===== config.mk =====
export PLATFORM = sky130hd
export DESIGN_NAME = cci_trace_top
export DESIGN_NICKNAME = d
export VERILOG_FILES = /design/src/cci_pkg.sv /design/src/trace_pkg.sv /design/src/cci_event_classifier.sv /design/src/cci_trace_top.sv /design/src/trace_buffer.sv /design/src/trace_serializer.sv
export VERILOG_INCLUDE_DIRS = /design/src /design/src/src
export SDC_FILE = /design/constraint.sdc
export NUM_CORES = 2
export LEC_CHECK = 0
export BUFFER_PORTS_ARGS = -buffer_cell sky130_fd_sc_hd__buf_2
export CAP_MARGIN = 0
export CORE_ASPECT_RATIO = 1.25
export CORE_MARGIN = 2
export CORE_UTILIZATION = 62
export DETAILED_ROUTE_END_ITERATION = 10
export PLACE_DENSITY = 0.77
export SLEW_MARGIN = 20
export SYNTH_ARGS = -nofsm -noshare
export SYNTH_HDL_FRONTEND = slang
export SYNTH_SLANG_ARGS = --single-unit

===== constraint.sdc =====
create_clock -name clk -period 14.1 [get_ports clk]
set_input_delay 0.705 -clock clk [delete_from_list [all_inputs] [get_ports clk]]
set_output_delay 0.705 -clock clk [all_outputs]
set_load 0.02 [all_outputs]

===== src/trace_params.svh =====
`ifndef TRACE_PARAMS_SVH
`define TRACE_PARAMS_SVH

// Records held in the on-chip trace store
`define TRACE_DEPTH 16

// Cycle stamp width, wraps silently
`define TRACE_TS_WIDTH 24

// Drop counter width, saturates at all ones
`define TRACE_DROP_WIDTH 16

// Lanes traced: tx_c0, tx_c1, rx_c0, rx_c1
`define TRACE_LANES 4

`endif


===== src/cci_pkg.sv =====
package cci_pkg;

   ////////////////////////////////////////
   // Channel and code encodings
   ////////////////////////////////////////

   // Virtual channel select / used
   typedef enum logic [1:0] {
      VC_VA  = 2'd0,
      VC_VL0 = 2'd1,
      VC_VH0 = 2'd2,
      VC_VH1 = 2'd3
   } t_vc;

   // Read request codes on tx channel 0
   typedef enum logic [3:0] {
      REQ_RDLINE_I = 4'h0,
      REQ_RDLINE_S = 4'h1
   } t_c0_req;

   // Write, fence and interrupt requests on tx channel 1
   typedef enum logic [3:0] {
      REQ_WRLINE_I = 4'h0,
      REQ_WRLINE_M = 4'h1,
      REQ_WRFENCE  = 4'h4,
      REQ_INTR     = 4'h6
   } t_c1_req;

   // Responses on rx channel 0
   typedef enum logic [3:0] {
      RSP_RDLINE = 4'h0,
      RSP_UMSG   = 4'h4
   } t_c0_rsp;

   // Responses on rx channel 1
   typedef enum logic [3:0] {
      RSP_WRLINE  = 4'h0,
      RSP_WRFENCE = 4'h4,
      RSP_INTR    = 4'h8
   } t_c1_rsp;

   ////////////////////////////////////////
   // Headers
   ////////////////////////////////////////

   // Request header, type kept raw so bad codes survive
   typedef struct packed {
      t_vc         vc;
      logic [3:0]  req_type;
      logic [1:0]  cl_len;
      logic [15:0] addr;
      logic [15:0] mdata;
   } t_req_hdr;

   // Response header
   // UMsg reuses mdata: bit 15 hint, bits 5..0 id
   typedef struct packed {
      t_vc         vc_used;
      logic [3:0]  resp_type;
      logic [1:0]  cl_num;
      logic [15:0] mdata;
      logic [3:0]  rsvd;
   } t_rsp_hdr;

   // MMIO request header, length code 0/1/2 for 4/8/64 bytes
   typedef struct packed {
      logic [15:0] addr;
      logic [1:0]  length;
      logic [8:0]  tid;
      logic        rsvd;
   } t_mmio_hdr;

   // Rx channel 0 word, view picked by the active strobe
   typedef union packed {
      t_rsp_hdr  rsp;
      t_mmio_hdr mmio;
   } t_rx_c0_hdr;

endpackage


===== src/trace_pkg.sv =====
`include "trace_params.svh"

package trace_pkg;

   ////////////////////////////////////////
   // Event kinds
   ////////////////////////////////////////

   typedef enum logic [3:0] {
      RD_REQ_S  = 4'd0,
      RD_REQ_I  = 4'd1,
      WR_REQ_I  = 4'd2,
      WR_REQ_M  = 4'd3,
      WR_FENCE  = 4'd4,
      INTR_REQ  = 4'd5,
      RD_RSP    = 4'd6,
      UMSG_HINT = 4'd7,
      UMSG_DATA = 4'd8,
      MMIO_WR   = 4'd9,
      MMIO_RD   = 4'd10,
      WR_RSP    = 4'd11,
      FENCE_RSP = 4'd12,
      INTR_RSP  = 4'd13,
      // Any code the channel does not define
      BAD_TYPE  = 4'd14
   } t_event_kind;

   ////////////////////////////////////////
   // Trace record
   ////////////////////////////////////////

   // Tag: mdata, MMIO tid, or UMsg id
   // Addr is zero for responses
   typedef struct packed {
      logic [`TRACE_TS_WIDTH-1:0] ts;
      t_event_kind                kind;
      cci_pkg::t_vc               vc;
      logic [15:0]                tag;
      logic [15:0]                addr;
      logic [1:0]                 len;
   } t_trace_rec;

endpackage


===== src/cci_event_classifier.sv =====
`timescale 1ns/1ps

`include "trace_params.svh"

module cci_event_classifier (
   input  logic                  clk,
   input  logic                  reset,
   input  logic                  trace_en,
   input  logic                  tx_c0_valid,
   input  cci_pkg::t_req_hdr     tx_c0_hdr,
   input  logic                  tx_c1_valid,
   input  cci_pkg::t_req_hdr     tx_c1_hdr,
   input  logic                  rx_c0_rsp_valid,
   input  logic                  rx_c0_mmio_wr_valid,
   input  logic                  rx_c0_mmio_rd_valid,
   input  cci_pkg::t_rx_c0_hdr   rx_c0_hdr,
   input  logic                  rx_c1_valid,
   input  cci_pkg::t_rsp_hdr     rx_c1_hdr,
   output logic [3:0]            lane_valid,
   output trace_pkg::t_trace_rec lane_rec [4]
);
   import cci_pkg::*;
   import trace_pkg::*;

   logic [`TRACE_TS_WIDTH-1:0] ts_q;
   logic [3:0]                 valid_d;
   t_trace_rec                 rec_d [4];

   // Free-running stamp, zero at the first edge out of reset
   always_ff @(posedge clk) begin
      if (reset) begin
         ts_q <= '0;
      end else begin
         ts_q <= ts_q + 1'b1;
      end
   end

   // Common request fields, kind filled in by the caller
   function automatic t_trace_rec req_fields(t_req_hdr hdr);
      t_trace_rec r;
      r      = '0;
      r.vc   = hdr.vc;
      r.tag  = hdr.mdata;
      r.addr = hdr.addr;
      r.len  = hdr.cl_len;
      return r;
   endfunction

   // Common response fields, no address
   function automatic t_trace_rec rsp_fields(t_rsp_hdr hdr);
      t_trace_rec r;
      r     = '0;
      r.vc  = hdr.vc_used;
      r.tag = hdr.mdata;
      r.len = hdr.cl_num;
      return r;
   endfunction

   ////////////////////////////////////////
   // Per-channel decode
   ////////////////////////////////////////

   always_comb begin
      // Lane 0, read requests
      rec_d[0] = req_fields(tx_c0_hdr);
      case (tx_c0_hdr.req_type)
         REQ_RDLINE_S: rec_d[0].kind = RD_REQ_S;
         REQ_RDLINE_I: rec_d[0].kind = RD_REQ_I;
         default:      rec_d[0].kind = BAD_TYPE;
      endcase

      // Lane 1, writes, fences, interrupts
      rec_d[1] = req_fields(tx_c1_hdr);
      case (tx_c1_hdr.req_type)
         REQ_WRLINE_I: rec_d[1].kind = WR_REQ_I;
         REQ_WRLINE_M: rec_d[1].kind = WR_REQ_M;
         REQ_WRFENCE:  rec_d[1].kind = WR_FENCE;
         REQ_INTR:     rec_d[1].kind = INTR_REQ;
         default:      rec_d[1].kind = BAD_TYPE;
      endcase

      // Lane 2, one word read as MMIO or as response
      rec_d[2] = '0;
      if (rx_c0_mmio_wr_valid || rx_c0_mmio_rd_valid) begin
         rec_d[2].vc   = VC_VA;
         rec_d[2].addr = rx_c0_hdr.mmio.addr;
         rec_d[2].len  = rx_c0_hdr.mmio.length;
         if (rx_c0_mmio_wr_valid) begin
            rec_d[2].kind = MMIO_WR;
         end else begin
            rec_d[2].kind = MMIO_RD;
            rec_d[2].tag  = {7'd0, rx_c0_hdr.mmio.tid};
         end
      end else begin
         rec_d[2] = rsp_fields(rx_c0_hdr.rsp);
         case (rx_c0_hdr.rsp.resp_type)
            RSP_RDLINE: rec_d[2].kind = RD_RSP;
            RSP_UMSG: begin
               // Hint flag in mdata[15], id in the low six bits
               rec_d[2].kind = rx_c0_hdr.rsp.mdata[15] ? UMSG_HINT : UMSG_DATA;
               rec_d[2].tag  = {10'd0, rx_c0_hdr.rsp.mdata[5:0]};
            end
            default:    rec_d[2].kind = BAD_TYPE;
         endcase
      end

      // Lane 3, write-side responses
      rec_d[3] = rsp_fields(rx_c1_hdr);
      case (rx_c1_hdr.resp_type)
         RSP_WRLINE:  rec_d[3].kind = WR_RSP;
         RSP_WRFENCE: rec_d[3].kind = FENCE_RSP;
         RSP_INTR:    rec_d[3].kind = INTR_RSP;
         default:     rec_d[3].kind = BAD_TYPE;
      endcase

      // Same stamp for every lane of this edge
      for (int i = 0; i < `TRACE_LANES; i++) begin
         rec_d[i].ts = ts_q;
      end
   end

   // Strobes gated by the enable level
   assign valid_d[0] = trace_en && tx_c0_valid;
   assign valid_d[1] = trace_en && tx_c1_valid;
   assign valid_d[2] = trace_en &&
                       (rx_c0_rsp_valid || rx_c0_mmio_wr_valid || rx_c0_mmio_rd_valid);
   assign valid_d[3] = trace_en && rx_c1_valid;

   // Output register stage
   always_ff @(posedge clk) begin
      if (reset) begin
         lane_valid <= '0;
      end else begin
         lane_valid <= valid_d;
      end
      lane_rec <= rec_d;
   end

   // Rx c0 word has one owner per cycle
   assert property (@(posedge clk) disable iff (reset)
      $onehot0({rx_c0_rsp_valid, rx_c0_mmio_wr_valid, rx_c0_mmio_rd_valid}));

endmodule


===== src/cci_trace_top.sv =====
`timescale 1ns/1ps

`include "trace_params.svh"

module cci_trace_top (
   input  logic                         clk,
   input  logic                         reset,
   input  logic                         trace_en,
   input  logic                         tx_c0_valid,
   input  cci_pkg::t_req_hdr            tx_c0_hdr,
   input  logic                         tx_c1_valid,
   input  cci_pkg::t_req_hdr            tx_c1_hdr,
   input  logic                         rx_c0_rsp_valid,
   input  logic                         rx_c0_mmio_wr_valid,
   input  logic                         rx_c0_mmio_rd_valid,
   input  cci_pkg::t_rx_c0_hdr          rx_c0_hdr,
   input  logic                         rx_c1_valid,
   input  cci_pkg::t_rsp_hdr            rx_c1_hdr,
   input  logic                         rd_en,
   output trace_pkg::t_trace_rec        rd_record,
   output logic                         rd_empty,
   output logic [`TRACE_DROP_WIDTH-1:0] drop_count
);
   import trace_pkg::*;

   // Classifier to serializer, one pulse per lane
   logic [3:0] lane_valid;
   t_trace_rec lane_rec [4];

   // Serializer to buffer
   logic       buf_wr;
   t_trace_rec buf_rec;
   logic       buf_full;

   cci_event_classifier u_classifier (
      .clk                 (clk),
      .reset               (reset),
      .trace_en            (trace_en),
      .tx_c0_valid         (tx_c0_valid),
      .tx_c0_hdr           (tx_c0_hdr),
      .tx_c1_valid         (tx_c1_valid),
      .tx_c1_hdr           (tx_c1_hdr),
      .rx_c0_rsp_valid     (rx_c0_rsp_valid),
      .rx_c0_mmio_wr_valid (rx_c0_mmio_wr_valid),
      .rx_c0_mmio_rd_valid (rx_c0_mmio_rd_valid),
      .rx_c0_hdr           (rx_c0_hdr),
      .rx_c1_valid         (rx_c1_valid),
      .rx_c1_hdr           (rx_c1_hdr),
      .lane_valid          (lane_valid),
      .lane_rec            (lane_rec)
   );

   trace_serializer u_serializer (
      .clk        (clk),
      .reset      (reset),
      .lane_valid (lane_valid),
      .lane_rec   (lane_rec),
      .buf_full   (buf_full),
      .buf_wr     (buf_wr),
      .buf_rec    (buf_rec),
      .drop_count (drop_count)
   );

   trace_buffer #(
      .DEPTH (`TRACE_DEPTH)
   ) u_buffer (
      .clk       (clk),
      .reset     (reset),
      .wr        (buf_wr),
      .wr_rec    (buf_rec),
      .full      (buf_full),
      .rd_en     (rd_en),
      .rd_record (rd_record),
      .empty     (rd_empty)
   );

endmodule


===== src/trace_buffer.sv =====
`timescale 1ns/1ps

`include "trace_params.svh"

module trace_buffer #(
   parameter int DEPTH = `TRACE_DEPTH
) (
   input  logic                  clk,
   input  logic                  reset,
   input  logic                  wr,
   input  trace_pkg::t_trace_rec wr_rec,
   output logic                  full,
   input  logic                  rd_en,
   output trace_pkg::t_trace_rec rd_record,
   output logic                  empty
);
   import trace_pkg::*;

   localparam int AW = (DEPTH > 1) ? $clog2(DEPTH) : 1;
   localparam int CW = $clog2(DEPTH + 1);

   t_trace_rec    mem [DEPTH];
   logic [AW-1:0] wr_ptr;
   logic [AW-1:0] rd_ptr;
   logic [CW-1:0] count;
   logic          do_wr;
   logic          do_rd;

   assign full  = (count == CW'(DEPTH));
   assign empty = (count == '0);

   // Requests outside the legal window are ignored
   assign do_wr = wr && !full;
   assign do_rd = rd_en && !empty;

   // Head is visible with no read strobe
   assign rd_record = mem[rd_ptr];

   ////////////////////////////////////////
   // Pointers and occupancy
   ////////////////////////////////////////

   always_ff @(posedge clk) begin
      if (reset) begin
         wr_ptr <= '0;
         rd_ptr <= '0;
         count  <= '0;
      end else begin
         if (do_wr) begin
            // Wrap explicitly for depths off a power of two
            wr_ptr <= (wr_ptr == AW'(DEPTH - 1)) ? '0 : wr_ptr + 1'b1;
         end
         if (do_rd) begin
            rd_ptr <= (rd_ptr == AW'(DEPTH - 1)) ? '0 : rd_ptr + 1'b1;
         end
         case ({do_wr, do_rd})
            2'b10:   count <= count + 1'b1;
            2'b01:   count <= count - 1'b1;
            default: count <= count;
         endcase
      end
   end

   // Record store
   always_ff @(posedge clk) begin
      if (do_wr) begin
         mem[wr_ptr] <= wr_rec;
      end
   end

   // Occupancy bounded by the array
   assert property (@(posedge clk) disable iff (reset) count <= CW'(DEPTH));

endmodule


===== src/trace_serializer.sv =====
`timescale 1ns/1ps

`include "trace_params.svh"

module trace_serializer (
   input  logic                         clk,
   input  logic                         reset,
   input  logic [3:0]                   lane_valid,
   input  trace_pkg::t_trace_rec        lane_rec [4],
   input  logic                         buf_full,
   output logic                         buf_wr,
   output trace_pkg::t_trace_rec        buf_rec,
   output logic [`TRACE_DROP_WIDTH-1:0] drop_count
);
   import trace_pkg::*;

   localparam int TS_W = `TRACE_TS_WIDTH;
   localparam int DW   = `TRACE_DROP_WIDTH;

   logic [TS_W-1:0] now_q;
   logic [3:0]      slot_valid;
   t_trace_rec      slot_rec [4];
   logic [TS_W-1:0] age [4];
   logic            sel_found;
   logic [1:0]      sel_idx;
   logic [TS_W-1:0] sel_age;
   logic [3:0]      clr;
   logic [3:0]      busy;
   logic [3:0]      drop;
   logic [2:0]      n_drop;
   logic [DW:0]     drop_sum;

   // Local cycle count, in step with the classifier stamp
   always_ff @(posedge clk) begin
      if (reset) begin
         now_q <= '0;
      end else begin
         now_q <= now_q + 1'b1;
      end
   end

   ////////////////////////////////////////
   // Oldest-first pick
   ////////////////////////////////////////

   always_comb begin
      sel_found = 1'b0;
      sel_idx   = '0;
      sel_age   = '0;
      for (int i = 0; i < `TRACE_LANES; i++) begin
         // Modular distance, immune to stamp wrap
         age[i] = now_q - slot_rec[i].ts;
         // Strict compare keeps ties on the lower lane
         if (slot_valid[i] && (!sel_found || age[i] > sel_age)) begin
            sel_found = 1'b1;
            sel_idx   = 2'(i);
            sel_age   = age[i];
         end
      end
   end

   assign buf_wr  = sel_found && !buf_full;
   assign buf_rec = slot_rec[sel_idx];

   // Slot release, occupancy and drop detection
   always_comb begin
      n_drop = '0;
      for (int i = 0; i < `TRACE_LANES; i++) begin
         clr[i]  = buf_wr && (sel_idx == 2'(i));
         busy[i] = slot_valid[i] && !clr[i];
         drop[i] = lane_valid[i] && busy[i];
         n_drop  = n_drop + 3'(drop[i]);
      end
      drop_sum = {1'b0, drop_count} + (DW+1)'(n_drop);
   end

   always_ff @(posedge clk) begin
      if (reset) begin
         slot_valid <= '0;
         drop_count <= '0;
      end else begin
         for (int i = 0; i < `TRACE_LANES; i++) begin
            if (lane_valid[i] && !busy[i]) begin
               slot_valid[i] <= 1'b1;
            end else if (clr[i]) begin
               slot_valid[i] <= 1'b0;
            end
         end
         // Saturate instead of wrapping
         drop_count <= drop_sum[DW] ? '1 : drop_sum[DW-1:0];
      end
      for (int i = 0; i < `TRACE_LANES; i++) begin
         if (lane_valid[i] && !busy[i]) begin
            slot_rec[i] <= lane_rec[i];
         end
      end
   end

   // Full level parks every pending record in its slot
   assert property (@(posedge clk) disable iff (reset)
      buf_full |=> &(slot_valid | ~$past(slot_valid)));

   // Drop count only moves up between resets
   assert property (@(posedge clk) disable iff (reset)
      !$past(reset) |-> drop_count >= $past(drop_count));

endmodule


Word level (Yosys, flattened, before mapping)
Memories as Yosys holds them, arrays and structs flattened. A register that Yosys moved wholly into a read port is not among the register bits. Cells that the tools add are included.

$mul: 0. Equal/unequal tests: 15. Shift operators: 0. Bitwise gates (word level): 0. Order comparisons: 3. Muxes and demuxes: 43. Reductions and logical operators: 56. $add $sub $neg: 14. Div/mod/pow operators: 0.

Operator list (number): subtractor 24 bit (4); greater-than comparator 24 bit (3); 2-to-1 mux 24 bit (3); adder 24 x 1 -> 24 bit (second input constant) (2); 2-to-1 mux 40 bit (1); 2-to-1 mux 16 bit (2); logical AND 1 bit (26); 2-to-1 mux 1 bit (23); 2-to-1 mux 4 bit (5); adder 16 x 3 -> 17 bit (1); == test 4 x 3 -> 1 bit (second input constant) (4); logical NOT 4 bit (4); case mux 4 bit (2 select lines) (2); case mux 4 bit (4 select lines) (1); logical NOT 1 bit (13); == test 4 bit (second input constant) (3); case mux 5 bit (2 select lines) (1); nonzero test 2 bit (5); 2-to-1 mux 9 bit (1); case mux 3 bit (3 select lines) (1); adder 4 x 1 -> 4 bit (second input constant) (2); == test 4 x 1 -> 1 bit (second input constant) (2); adder 3 x 1 -> 3 bit (2); == test 2 bit (second input constant) (3); other kinds (9) (17).

Output and inout bits: 81. ROM bits: 0. Input port bits: 146. Flip-flop bits (word level): 253. Word-level logic and storage cells: 164. Memory bits (writable): 1280. Memories: 2. Latch bits: 0.

Memories: u_buffer.mem (depth 16, bits a word 64, read ports 1, clocked after Yosys merged registers in 1, write ports 1, RTL line trace_buffer.sv:22) `t_trace_rec mem [DEPTH];`; u_serializer.slot_rec (depth 4, bits a word 64, read ports 5, clocked after Yosys merged registers in 0, write ports 4, RTL line trace_serializer.sv:22) `t_trace_rec slot_rec [4];`.

Depth between registers and ports, before layout
An unclocked memory read counts as a cell.

Word-level depth: 25. Mapped depth: 59. Mapped depth without buffers: 53.

By module
A second synthesis with hierarchy kept.

Cells, all modules: 3884. Area total of the unflattened synthesis: 63559.7 um2.

By module, submodules not included: trace_buffer (area each 39595.5 um2, cells each 1534, times used 1, sequential area each 31089.8 um2); trace_serializer (area each 18366.4 um2, cells each 1892, times used 1, sequential area each 8568.2 um2); cci_event_classifier (area each 5597.9 um2, cells each 458, times used 1, sequential area each 3863.7 um2).

Least setup slack after synthesis
Ideal clock, no wire load.

Path type: register to register. From: reg u_serializer.now_q[0]. To: reg u_serializer.drop_count[10]. Setup time: 0.070 ns. Arrival time: 11.126 ns. Path buffers: 7. Cell stages (with the launch flop): 56. Clock period less this slack: 11.197 ns. Slack: 2.903 ns. Required time: 14.030 ns. Cell sequence: dfxtp_1 inv_1 ha_1 inv_1 fa_1 a21o_1 a22o_1 o311a_4 o41ai_4 nand2b_2 a311oi_2 xor2_1 nor2_1 inv_1 ha_1 nand4_1 or2_1 or3_1 [... 20 more ...] a21oi_1 o21ai_1 and3_1 a21oi_1 o21ai_1 clkbuf_1 o31ai_1 nor2_1 ha_1 fa_1 ha_1 inv_1 fa_1 nor2b_1 o21ai_1 or3_1 clkbuf_1 a21oi_1.

Cells in the longest elaborated chain, start to end: 24. Elaborated cells between the ends (all ways): 50. Classes of those cells: add/sub: 8; order compare: 3; eq/ne: 3; mux: 10; reduce/logical: 26.

Ends and longest elaborated chain: start: declaration (RTL line trace_serializer.sv:20) `logic [TS_W-1:0] now_q;`; start signal: assignment (RTL line trace_serializer.sv:38) `now_q <= now_q + 1'b1;`; subtractor 24 bit (RTL line trace_serializer.sv:52) `age[i] = now_q - slot_rec[i].ts;`; 2-to-1 mux 24 bit (RTL line trace_serializer.sv:54) `if (slot_valid[i] && (!sel_found || age[i] > sel_age)) begin`; greater-than comparator 24 bit (RTL line trace_serializer.sv:54); logical OR 1 bit (RTL line trace_serializer.sv:54); logical AND 1 bit (RTL line trace_serializer.sv:54); 2-to-1 mux 24 bit / 2-to-1 mux 1 bit (equally long branches) (RTL line trace_serializer.sv:54); greater-than comparator 24 bit / logical NOT 1 bit (equally long branches) (RTL line trace_serializer.sv:54); logical OR 1 bit (RTL line trace_serializer.sv:54); [... 8 more ...]; logical NOT 1 bit (RTL line trace_serializer.sv:70) `busy[i] = slot_valid[i] && !clr[i];`; logical AND 1 bit (RTL line trace_serializer.sv:70); logical AND 1 bit (RTL line trace_serializer.sv:71) `drop[i] = lane_valid[i] && busy[i];`; adder 1 x 1 -> 2 bit (RTL line trace_serializer.sv:72) `n_drop = n_drop + 3'(drop[i]);`; adder 3 x 1 -> 3 bit (RTL line trace_serializer.sv:72); adder 3 x 1 -> 3 bit * (RTL line trace_serializer.sv:72); adder 16 x 3 -> 17 bit * (RTL line trace_serializer.sv:74) `drop_sum = {1'b0, drop_count} + (DW+1)'(n_drop);`; 2-to-1 mux 16 bit * (RTL line trace_serializer.sv:90) `drop_count <= drop_sum[DW] ? '1 : drop_sum[DW-1:0];`; end signal: assignment (RTL line trace_serializer.sv:90); end: declaration (RTL line trace_serializer.sv:13) `` output logic [`TRACE_DROP_WIDTH-1:0] drop_count ``.

Every way passes the cells marked *; elsewhere a longest branch is shown, timed or not. A chain may end at the register's enable or synchronous reset.

Final worst setup path
From: reg u_serializer.now_q[0]. To: reg u_serializer.drop_count[2].

Same word-level chain as after synthesis.

==> metrics.csv <==
metric,value,unit
Vias/cell,6.42,
routed wire length,147000,µm
DP Wirelength,84100,µm
Synth Area in Simple Gates,0.0456,
crit end category,flop,
"Async S/R FF share, synth",0,
final setup margin,1.01,ns
clock skew,0.0369,ns
Max Slew Vio Count,0,
Startpoint Class,flop,
"top cells by count, synth","edfxtp_1, mux4_2, dfxtp_1",
top-area cell type share of the netlist area,0.613,
reg2reg setup slack,1.01,ns
routability cong.,0.905,
Sw Share,0.255,
RSZ-0062 raised after global routing,no,
# IOs,227,
TritonCTS Buffers,138,
Synth Area in Adders,0.0387,
CTS tree,built,
clock slew at reported path FFs,0.07,ns
Top delay family on crit path,compound AO/OA/AOI/OAI gates,
mux contribution to synthesized area,0.126,
Peak supply drop,0.132,mV
Worst Path Max Fanout,40,
port buffer count,221,
max cap viols,0,
die width,286,µm
mapped cell area,61700,µm²
chip height,357,µm
CP bufs+invs,5,
top post-synthesis cells by area,"edfxtp_1, mux4_2, dfxtp_1",
Post-synth EDFFs,1261,
P_sw,0.00272,W
worst slew pin tran,1.13,ns
P_leak,23.9,nW
vias post-DR,34000,
routed len/inst,27.8,µm
Int Pwr,0.00795,W
fin crit share,0.928,
largest net degree at the start of global routing,118,
status,"finished, final reports clean",
synth warn,0,
Pwr Density,154,nW/µm²
Congestion Overflow GR,0,
Fmax,0.0764,GHz
FILL cells,6112,
Core ar.,98800,µm²
min cycle time layout,13.09,ns
post-cts sizing count,0,
setup repair bufs after CTS,0,
CTS H-tree depth,4,
slew margin rel.,0.246,
Power Total,0.0107,W
clk buf depth,3,
"Distinct cells, synth",84,
Gate Count Post-Synth,3590,
compound-gate portion of the synthesized area,0.0563,
CP max stage delay,0.68,ns
part of the Yosys area used for sequential elements,0.696,
flop and latch count out of synthesis,1515,
largest family of logic cells by synthesized area,multiplexers,
antenna-violating nets left,0,
most numerous cell in the Yosys netlist,edfxtp_1,
WS Path Type,reg2reg,
arrival time at the worst endpoint,13.76,ns
Starting Density,0.625,
final hold vios,0,
Worst Hold Class,in2reg,
XOR/XNOR Fraction of Synth Area,0.0193,
Avg Synthesized Cell Area,17.2,µm²
Post-CTS Hold Buffers,1,
share of layout cells above drive strength 1,0.217,
total track usage,0.292,
initial antenna violation count,8,
clock share of power,0.351,
Pre-antenna DRT Iters,7,
clk_lat worst skew,0.77,ns
Layout area overhead,12.1,%
CTS Root Cell,clkbuf_16,
vias in the first global route,34400,
Syn Nets,3923,
Final Net Count,4206,
CTS Sinks,1515,
initial drt markers,3875,
"Slowest-stage cell, CP",a21oi_4,
Seq pwr share,0.487,
logic gate share of total power,0.163,
Most common cell on crit path,ha_1,
first-pass GRT wire length,217000,µm
DIE AREA,102000,µm²
row cnt,129,
critical path required time,14.77,ns
dominant synthesized flop cell,edfxtp_1,
drc violations,0,
top cell type by total area after synthesis,edfxtp_1,
Final setup violation count,0,
pre-CTS setup slack,1.17,ns
Setup TNS,0,ns
[cell families (layout without fill, tap and decap cells)]
family	Yosys count	count (layout)
xor gates and xnor gates	136	136
AOI/OAI and AO/OA	500	500
adders and majority gates	187	187
muxes	377	377
other	0	4
and+or+nand+nor	586	586
buffers and inverters	289	679
DFF	1515	1515
[placed cells by master (no fill, tap or decap), types with 9 or more instances in the layout]
master | netlist | final
nand2b_1 | 21 | 21
and2_1 | 18 | 14
buf_2 | 10 | 221
or3_1 | 14 | 14
mux2i_1 | 52 | 52
buf_4 | 4 | 62
a31oi_1 | 14 | 14
clkinv_1 | 0 | 20
clkbuf_16 | 0 | 141
a221o_1 | 22 | 22
edfxtp_1 | 1261 | 1261
a211oi_1 | 41 | 37
clkbuf_8 | 0 | 14
nand4_1 | 29 | 29
a221oi_1 | 12 | 12
o2bb2ai_1 | 11 | 10
nor2_1 | 211 | 196
nor3_1 | 37 | 33
o21a_1 | 26 | 26
inv_1 | 146 | 146
nor2_4 | 0 | 15
nor2b_1 | 34 | 34
mux4_2 | 320 | 320
nand3_1 | 48 | 48
xnor2_1 | 74 | 74
o21ai_1 | 20 | 19
xor2_1 | 62 | 62
ha_1 | 180 | 180
and3_1 | 33 | 33
o21ai_0 | 52 | 52
a22o_1 | 23 | 23
a21oi_1 | 128 | 128
clkinv_2 | 0 | 19
clkbuf_1 | 99 | 25
o211ai_1 | 9 | 9
a21o_1 | 85 | 85
nand2_1 | 108 | 108
dfxtp_1 | 254 | 250
[layout make-up]
| type | count | area, µm² | share of cell area |
|---|---|---|---|
| sequential | 1515 | 43000 | 0.621 |
| multi-input combinational | 1786 | 17900 | 0.258 |
| clock buffer | 180 | 3810 | 0.0551 |
| tap | 1310 | 1640 | 0.0237 |
| timing repair buffer | 286 | 1620 | 0.0234 |
| clock inverter | 67 | 743 | 0.0107 |
| inverter | 146 | 548 | 0.00792 |
| antenna | 4 | 10.0 | 0.000145 |
[through the flow]
step | instances | hold slack (ns) | utilization | area (µm²)
floorplan | 3590 | 0.347 | - | 61700
global placement | 5041 | 0.361 | 0.654 | 64600
detailed placement | 5041 | 0.362 | 0.654 | 64600
CTS | 5289 | 0.00105 | 0.700 | 69200
global route | 5294 | 0.0162 | 0.701 | 69200
finish | 5294 | 0.0377 | 0.701 | 69200
[power groups by stage]
stage / sequential, W / clock (W) / combinational (W)
after global placement: 0.00528 / 0 / 0.00170
after global routing: 0.00521 / 0.00393 / 0.00185
final: 0.00519 / 0.00374 / 0.00174
after floorplan: 0.00523 / 0 / 0.00126
after detailed placement: 0.00528 / 0 / 0.00173
after CTS: 0.00519 / 0.00378 / 0.00175
[path summary, 6_finish.rpt]
| check | startpoint | end | depth (start not counted) |
|---|---|---|---|
| max | u_serializer.now_q[0] | u_serializer.drop_count[2] | 48 |
| min reg2reg | u_classifier.ts_q[1] | u_classifier.lane_rec[233] | 0 |
| max reg2reg | u_serializer.now_q[0] | u_serializer.drop_count[2] | 48 |
| min | tx_c0_hdr[31] | u_classifier.lane_rec[209] | 1 |
[metal layers]
metal,GRT usage,vias up,wire length (µm)
met2,0.497,1713,75500
met1,0.390,17400,56400
met3,0.0410,261,11200
li1,-,14700,-
met5,0,-,12
met4,0.102,2,4280
[state kept, by name, indices dropped and copies added (netlist names), named ones only]
register,cells
u_serializer.drop_count,16
u_serializer.now_q,24
u_serializer.slot_rec,237
u_classifier.ts_q,24
u_buffer.mem,1024
u_classifier.lane_rec,165
u_buffer.wr_ptr,4
u_buffer.count,5
u_buffer.rd_ptr,4
u_classifier.lane_valid,4
u_serializer.slot_valid,4
No activity file was read; power rests on OpenSTA's default activity.
